$ cat config.mk
export PLATFORM = sky130hd
export DESIGN_NAME = rv_decoder_top
export DESIGN_NICKNAME = d
export VERILOG_FILES = /design/src/rtl/decode_ctrl_pkg.sv /design/src/rtl/rv_isa_pkg.sv /design/src/rtl/rv_decoder_top.sv /design/src/rtl/imm_gen.sv /design/src/rtl/ctrl_decode.sv
export VERILOG_INCLUDE_DIRS = /design/src /design/src/rtl
export SDC_FILE = /design/constraint.sdc
export NUM_CORES = 1
export LEC_CHECK = 0
export ABC_AREA = 1
export BUFFER_PORTS_ARGS = -buffer_cell sky130_fd_sc_hd__buf_2
export CORE_MARGIN = 1
export CORE_UTILIZATION = 46
export DETAILED_ROUTE_END_ITERATION = 10
export GPL_ROUTABILITY_DRIVEN = 0
export GPL_TIMING_DRIVEN = 0
export PLACE_DENSITY = 0.83
export SKIP_LAST_GASP = 1
export SLEW_MARGIN = 20
export SYNTH_ARGS = -nofsm -noshare
export SYNTH_HDL_FRONTEND = slang
export SYNTH_SLANG_ARGS = --single-unit
$ cat constraint.sdc
create_clock -name clk -period 1.4 [get_ports clk]
set_input_delay 0.14 -clock clk [delete_from_list [all_inputs] [get_ports clk]]
set_output_delay 0.14 -clock clk [all_outputs]
set_load 0.005 [all_outputs]
$ cat src/rtl/decoder_params.svh
`ifndef DECODER_PARAMS_SVH
`define DECODER_PARAMS_SVH

// instruction word and immediate width
`define XLEN        32

// register file index, x0..x31
`define REG_ADDR_W  5

// ALU operation code, room for the 21 ops plus spares
`define ALU_OP_W    6

// immediate shift amount, 5 bits on RV32
`define SHAMT_W     5

`endif
$ cat src/rtl/decode_ctrl_pkg.sv
`include "decoder_params.svh"

package decode_ctrl_pkg;

    //////////////////////////////////////////////////////////////////////
    // alu operation codes
    //////////////////////////////////////////////////////////////////////
    typedef enum logic [`ALU_OP_W-1:0] {
        ALU_NONE = 6'd0,                // no alu work, jumps and nop
        ALU_ADD  = 6'd1,
        ALU_SLT  = 6'd2,
        ALU_SLTU = 6'd3,
        ALU_XOR  = 6'd4,
        ALU_OR   = 6'd5,
        ALU_AND  = 6'd6,
        ALU_SLLI = 6'd7,                // shift by shamt
        ALU_SRLI = 6'd8,
        ALU_SRAI = 6'd9,
        ALU_SUB  = 6'd10,
        ALU_SLL  = 6'd11,               // shift by rs2
        ALU_SRL  = 6'd12,
        ALU_SRA  = 6'd13,
        ALU_LUI  = 6'd14,               // pass immediate through
        ALU_BEQ  = 6'd15,
        ALU_BNE  = 6'd16,
        ALU_BLT  = 6'd17,
        ALU_BGE  = 6'd18,
        ALU_BLTU = 6'd19,
        ALU_BGEU = 6'd20
    } alu_op_e;

    //////////////////////////////////////////////////////////////////////
    // datapath select codes
    //////////////////////////////////////////////////////////////////////
    typedef enum logic {RS1_REG = 1'b0, RS1_IMM = 1'b1} rs1_sel_e;  // imm bypass for lui
    typedef enum logic {RS2_REG = 1'b0, RS2_IMM = 1'b1} rs2_sel_e;

    typedef enum logic [1:0] {
        RD_ALU  = 2'd0,                 // alu result
        RD_CMP  = 2'd2,                 // set-less-than flag
        RD_LINK = 2'd3                  // pc + 4
    } rd_sel_e;

    typedef enum logic [1:0] {
        PC_JALR   = 2'd0,
        PC_JAL    = 2'd1,
        PC_BRANCH = 2'd2,
        PC_SEQ    = 2'd3                // pc + 4
    } pc_sel_e;

    typedef enum logic [2:0] {IMM_NONE, IMM_I, IMM_B, IMM_J, IMM_U} imm_fmt_e;

    // registered decoder output
    typedef struct packed {
        logic [`REG_ADDR_W-1:0] rs1;
        logic [`REG_ADDR_W-1:0] rs2;
        logic [`REG_ADDR_W-1:0] rd;
        alu_op_e                alu_op;
        logic                   wr;     // register file write enable
        logic [`SHAMT_W-1:0]    shamt;
        logic [`XLEN-1:0]       imm;
        rs1_sel_e               rs1_sel;
        rs2_sel_e               rs2_sel;
        rd_sel_e                rd_sel;
        pc_sel_e                pc_sel;
    } decode_out_t;

    localparam decode_out_t DECODE_NOP = '{
        rs1: '0, rs2: '0, rd: '0, alu_op: ALU_NONE, wr: 1'b0, shamt: '0, imm: '0,
        rs1_sel: RS1_REG, rs2_sel: RS2_REG, rd_sel: RD_ALU, pc_sel: PC_SEQ
    };

endpackage

$ cat src/rtl/rv_isa_pkg.sv
`include "decoder_params.svh"

package rv_isa_pkg;

    //////////////////////////////////////////////////////////////////////
    // major opcodes, bits 6:0 of the word
    //////////////////////////////////////////////////////////////////////
    typedef enum logic [6:0] {
        OP     = 7'd51,                 // register-register alu
        OP_IMM = 7'd19,                 // register-immediate alu and shifts
        LUI    = 7'd55,                 // load upper immediate
        JAL    = 7'd111,                // jump and link
        JALR   = 7'd103,                // jump and link register
        BRANCH = 7'd99                  // conditional branches
    } opcode_e;

    typedef logic [2:0] funct3_t;

    // funct3 for OP and OP_IMM
    localparam funct3_t F3_ADD_SUB = 3'd0;  // add/sub, addi
    localparam funct3_t F3_SLL     = 3'd1;
    localparam funct3_t F3_SLT     = 3'd2;
    localparam funct3_t F3_SLTU    = 3'd3;
    localparam funct3_t F3_XOR     = 3'd4;
    localparam funct3_t F3_SRL_SRA = 3'd5;  // bit 30 picks arithmetic
    localparam funct3_t F3_OR      = 3'd6;
    localparam funct3_t F3_AND     = 3'd7;

    // funct3 for BRANCH, 2 and 3 are not defined
    localparam funct3_t F3_BEQ  = 3'd0;
    localparam funct3_t F3_BNE  = 3'd1;
    localparam funct3_t F3_BLT  = 3'd4;
    localparam funct3_t F3_BGE  = 3'd5;
    localparam funct3_t F3_BLTU = 3'd6;
    localparam funct3_t F3_BGEU = 3'd7;

    localparam funct3_t F3_JALR = 3'd0;     // only legal jalr encoding

    // R-type field layout, other formats reuse the same bit positions
    typedef struct packed {
        logic [6:0]             funct7;     // bit 30 is funct7[5]
        logic [`REG_ADDR_W-1:0] rs2;        // also shamt for immediate shifts
        logic [`REG_ADDR_W-1:0] rs1;
        funct3_t                funct3;
        logic [`REG_ADDR_W-1:0] rd;
        opcode_e                opcode;
    } inst_t;

endpackage

$ cat src/rtl/rv_decoder_top.sv
`timescale 1ns/1ps
`include "decoder_params.svh"

module rv_decoder_top (
    input  logic                         clk,
    input  logic                         reset,
    input  logic [`XLEN-1:0]             idata,     // sampled every edge
    output decode_ctrl_pkg::decode_out_t dec        // valid one cycle later
);
    import rv_isa_pkg::*;
    import decode_ctrl_pkg::*;

    inst_t            inst;
    decode_out_t      ctrl;                         // control fields, imm zero
    imm_fmt_e         imm_fmt;
    logic [`XLEN-1:0] imm;
    decode_out_t      dec_next;

    assign inst = inst_t'(idata);

    ctrl_decode u_ctrl_decode (
        .inst    (inst),
        .ctrl    (ctrl),
        .imm_fmt (imm_fmt)
    );

    imm_gen u_imm_gen (
        .inst    (inst),
        .imm_fmt (imm_fmt),
        .imm     (imm)
    );

    //////////////////////////////////////////////////////////////////////
    // merge and output register
    //////////////////////////////////////////////////////////////////////
    always_comb begin
        dec_next     = ctrl;
        dec_next.imm = imm;                         // only field imm_gen owns
    end

    always_ff @(posedge clk) begin
        if (reset) begin
            dec <= DECODE_NOP;                      // wr low, pc sequential
        end else begin
            dec <= dec_next;
        end
    end

endmodule

$ cat src/rtl/imm_gen.sv
`timescale 1ns/1ps
`include "decoder_params.svh"

module imm_gen (
    input  rv_isa_pkg::inst_t         inst,
    input  decode_ctrl_pkg::imm_fmt_e imm_fmt,
    output logic [`XLEN-1:0]          imm
);
    import decode_ctrl_pkg::*;

    logic [`XLEN-1:0] word;                         // flat view, fields scatter per format

    assign word = inst;

    //////////////////////////////////////////////////////////////////////
    // immediate assembly, sign taken from bit 31
    //////////////////////////////////////////////////////////////////////
    always_comb begin
        case (imm_fmt)
            IMM_I: begin
                imm = {{(`XLEN-12){word[31]}}, word[31:20]};
            end
            IMM_B: begin
                // offset already doubled by the zero lsb
                imm = {{(`XLEN-12){word[31]}}, word[7], word[30:25], word[11:8], 1'b0};
            end
            IMM_J: begin
                imm = {{(`XLEN-20){word[31]}}, word[19:12], word[20], word[30:21], 1'b0};
            end
            IMM_U: begin
                imm = {{(`XLEN-20){1'b0}}, word[31:12]};    // unshifted upper field
            end
            default: begin
                imm = '0;                           // shifts, OP and nop
            end
        endcase
    end

endmodule

$ cat src/rtl/ctrl_decode.sv
`timescale 1ns/1ps
`include "decoder_params.svh"

module ctrl_decode (
    input  rv_isa_pkg::inst_t            inst,
    output decode_ctrl_pkg::decode_out_t ctrl,      // imm field stays zero
    output decode_ctrl_pkg::imm_fmt_e    imm_fmt
);
    import rv_isa_pkg::*;
    import decode_ctrl_pkg::*;

    alu_op_e br_op;                                 // branch compare, none if illegal

    //////////////////////////////////////////////////////////////////////
    // branch compare from funct3
    //////////////////////////////////////////////////////////////////////
    always_comb begin
        case (inst.funct3)
            F3_BEQ:  br_op = ALU_BEQ;
            F3_BNE:  br_op = ALU_BNE;
            F3_BLT:  br_op = ALU_BLT;
            F3_BGE:  br_op = ALU_BGE;
            F3_BLTU: br_op = ALU_BLTU;
            F3_BGEU: br_op = ALU_BGEU;
            default: br_op = ALU_NONE;              // funct3 2 and 3
        endcase
    end

    //////////////////////////////////////////////////////////////////////
    // main decode, anything not matched falls out as the nop bundle
    //////////////////////////////////////////////////////////////////////
    always_comb begin
        ctrl    = DECODE_NOP;
        imm_fmt = IMM_NONE;
        case (inst.opcode)
            OP: begin
                ctrl.rs1 = inst.rs1;
                ctrl.rs2 = inst.rs2;
                ctrl.rd  = inst.rd;
                ctrl.wr  = 1'b1;
                case (inst.funct3)
                    F3_ADD_SUB: ctrl.alu_op = inst.funct7[5] ? ALU_SUB : ALU_ADD;
                    F3_SLL:     ctrl.alu_op = ALU_SLL;
                    F3_SLT: begin
                        ctrl.alu_op = ALU_SLT;
                        ctrl.rd_sel = RD_CMP;       // write back the flag
                    end
                    F3_SLTU: begin
                        ctrl.alu_op = ALU_SLTU;
                        ctrl.rd_sel = RD_CMP;
                    end
                    F3_XOR:     ctrl.alu_op = ALU_XOR;
                    F3_SRL_SRA: ctrl.alu_op = inst.funct7[5] ? ALU_SRA : ALU_SRL;
                    F3_OR:      ctrl.alu_op = ALU_OR;
                    F3_AND:     ctrl.alu_op = ALU_AND;
                endcase
            end
            OP_IMM: begin
                ctrl.rs1     = inst.rs1;
                ctrl.rd      = inst.rd;
                ctrl.wr      = 1'b1;
                ctrl.rs2_sel = RS2_IMM;             // shifts switch this back
                imm_fmt      = IMM_I;
                case (inst.funct3)
                    F3_ADD_SUB: ctrl.alu_op = ALU_ADD;
                    F3_SLT: begin
                        ctrl.alu_op = ALU_SLT;
                        ctrl.rd_sel = RD_CMP;
                    end
                    F3_SLTU: begin
                        ctrl.alu_op = ALU_SLTU;
                        ctrl.rd_sel = RD_CMP;
                    end
                    F3_XOR:     ctrl.alu_op = ALU_XOR;
                    F3_OR:      ctrl.alu_op = ALU_OR;
                    F3_AND:     ctrl.alu_op = ALU_AND;
                    F3_SLL, F3_SRL_SRA: begin
                        // shift amount sits in the rs2 slot
                        ctrl.rs2_sel = RS2_REG;
                        ctrl.shamt   = inst.rs2[`SHAMT_W-1:0];
                        imm_fmt      = IMM_NONE;
                        if (inst.funct3 == F3_SLL) begin
                            ctrl.alu_op = ALU_SLLI;
                        end else begin
                            ctrl.alu_op = inst.funct7[5] ? ALU_SRAI : ALU_SRLI;
                        end
                    end
                endcase
            end
            LUI: begin
                ctrl.rd      = inst.rd;
                ctrl.wr      = 1'b1;
                ctrl.alu_op  = ALU_LUI;
                ctrl.rs1_sel = RS1_IMM;             // upper field goes straight to alu
                imm_fmt      = IMM_U;
            end
            JAL: begin
                ctrl.rd     = inst.rd;
                ctrl.wr     = 1'b1;
                ctrl.rd_sel = RD_LINK;
                ctrl.pc_sel = PC_JAL;
                imm_fmt     = IMM_J;
            end
            JALR: begin
                if (inst.funct3 == F3_JALR) begin
                    ctrl.rs1    = inst.rs1;
                    ctrl.rd     = inst.rd;
                    ctrl.wr     = 1'b1;
                    ctrl.rd_sel = RD_LINK;
                    ctrl.pc_sel = PC_JALR;
                    imm_fmt     = IMM_I;
                end
            end
            BRANCH: begin
                if (br_op != ALU_NONE) begin        // reserved funct3 stays nop
                    ctrl.rs1    = inst.rs1;
                    ctrl.rs2    = inst.rs2;
                    ctrl.alu_op = br_op;
                    ctrl.pc_sel = PC_BRANCH;        // no writeback, rd stays 0
                    imm_fmt     = IMM_B;
                end
            end
            default: begin
                ctrl    = DECODE_NOP;               // includes the all-zero word
                imm_fmt = IMM_NONE;
            end
        endcase
    end

endmodule

==> qor.csv <==
metric;value;unit
grt_overflow;0;
synth_area;2330;um2
detailed_place_hpwl;4.29;mm
crit_type;reg -> out;
synthTopCellsByCount;nand2_1, dfxtp_1, inv_1;
powerDensity;925;nW/um2
synth_nets;339;
netlist_instances;305;
ys_seq_area_frac;0.454;
io_pins;99;
die-width;73.2;um
core;4820;um2
track_usage;0.215;
cts_buffer_depth;2;
maxCapViolations;0;
htreeDepth;2;
hold_buffers;0;
cp-start-kind;register;
via_per_inst;4.80;
fmax;0.808;GHz
cts_sinks;53;
critPathMaxFanout;12;
wl_per_cell;11.8;um
start_util;0.485;
yosys.area_share.adder;0;
maxSlewViolCount;0;
synthFlopType;dfxtp_1;
synth_top_family_by_area;simple AND/OR/NAND/NOR gates;
synth_compound_area_frac;0.0857;
synth.top_cell.area_share;0.454;
n_antenna_cell;0;
timing.final.crit_share;0.884;
grt_antenna_before_repair;0;
critPathCaptureType;output port;
hp-class;in -> reg;
synthArstFlopShare;0;
post_synth_mux_area_share;0;
vias;2286;
ant_nets;0;
yosysWarnings;0;
cts_root_buf;clkbuf_8;
nets;442;
leakagePower;1.70;nW
rows;25;
grt_pass1_wl;8.70;mm
grt_max_degree;17;
status;complete, no violations;
cts-buffers-inserted;5;
dieHeight;73.2;um
post_cts_buffers;0;
path_cells;buf_4 > buf_2;
hold_viol;0;
yosys.area.top_type;dfxtp_1;
slowest_stage;dfxtp_1;
clk_pin_slew_worst_paths;0.08;ns
netlist-cell-type-count;30;
largest_reg_flops;53;
placed_area;2900;um2
vdd_drop_max;0.000512;V
synth_seq_cells;53;
fin_crit;1.24;ns
first_pass_iters;4;
synthTopCellsByArea;dfxtp_1, nand2_1, inv_1, buf_4, nand3_1;
wl;5.62;mm
worstMarginPinSlew;0.605;ns
synth-xor-area-share;0;
cts-resized-gates;0;
regMostFlops;dec;
synth-simple-area-share;0.315;
finalSetupViolCount;0;
area_growth;29.3;%
io_buffers;96;
synth_most_common_cell;nand2_1;
cts_tree;built;
grt_setup_unrepaired;no;
grt_pass1_vias;1965;
syn_area_per_cell;7.65;um2
cp.required;1.26;ns
fin_tns_setup;0;ns
drive_gt1_frac;0.379;
critPathMaxStageDelay;0.53;ns
arrival;1.10;ns
post-route-cell-area;3020;um2
synth-edff-count;0;
die_area;5360;um2
maxSlewHeadroom;0.597;
p_total;2.79;mW
drc_errors;0;
top_regs;dec: 53 flops;
drtIter0Drc;119;
==> power by group <==
part	internal, mW	switching, mW	total, mW	leakage, nW
Clock	0.581	0.474	1.05	0.0574
Sequential	1.51	0.00234	1.52	0.427
Combinational	0.0773	0.144	0.222	1.21
==> layout make-up <==
type                    count  area [um2]
plain buffers              18         131
clock buffers               6        82.6
clock inverters             2        37.5
fillers                   441        1800
inverters                  53         204
multi-input cells         181         938
flip-flops and latches     53        1060
well taps                  67        83.8
repair buffers             96         480
==> per-layer routing <==
layer | up-vias | GRT usage | wire length, um
met5 | - | 0 | 0
li1 | 1136 | - | -
met4 | 0 | 0.0806 | 74
met3 | 9 | 0.0511 | 485
met1 | 1029 | 0.268 | 2480
met2 | 112 | 0.359 | 2580
==> per-stage QoR <==
stage                     hold WS (ns)  setup slack, ns  std cells   util
final                           0.0622            0.162        476  0.627
after global routing            0.0613           0.0898        476  0.627
after CTS                       0.0602            0.142        476  0.627
after detailed placement         0.378          0.00746        468  0.602
after global placement           0.376           0.0259        468  0.602
after floorplan                  0.252            0.325        305      -
==> layout by cell type (no fill, tap or decap) <==
cell,netlist,layout
o31ai_1,1,1
or2_2,1,1
nand3_4,4,4
o21ai_0,12,12
nor2_8,1,1
conb_1,1,1
bufinv_16,0,1
nand2_1,68,68
buf_6,2,2
nand3_2,3,3
nand3_1,19,19
o22ai_1,2,2
o21ai_1,1,1
nor2_1,25,25
a31oi_1,3,3
nand2_2,7,7
buf_4,13,13
nor2_4,2,2
o2111ai_1,1,1
nor2_2,3,3
inv_1,44,44
clkinv_1,1,1
a21oi_1,7,7
nand4_1,2,2
nand2_4,1,1
clkbuf_8,0,6
dfxtp_1,53,53
inv_2,7,7
a21oi_2,6,6
clkinvlp_4,0,1
buf_2,0,96
clkbuf_1,3,3
nor3_1,11,11
clkinv_4,1,1
==> final timing paths <==
| path | slack [ns] | startpoint | cells after the start | endpoint |
|---|---|---|---|---|
| setup / recovery | 0.16 | dec[36] | 2 | dec[35] |
| hold / removal | 0.06 | idata[11] | 3 | dec[54] |
==> logic make-up after synthesis <==
group                  Yosys count
other                            1
and+or+nand+nor                147
buffers and inverters           71
DFF                             53
AOI/OAI and AO/OA               33
==> critical path, delay by kind of cell (launching register included) <==
family                 cells  cell delay, ns
buffers and inverters      2            0.27
DFF                        1            0.53
Note: power is estimated with default switching activity, not from simulation.
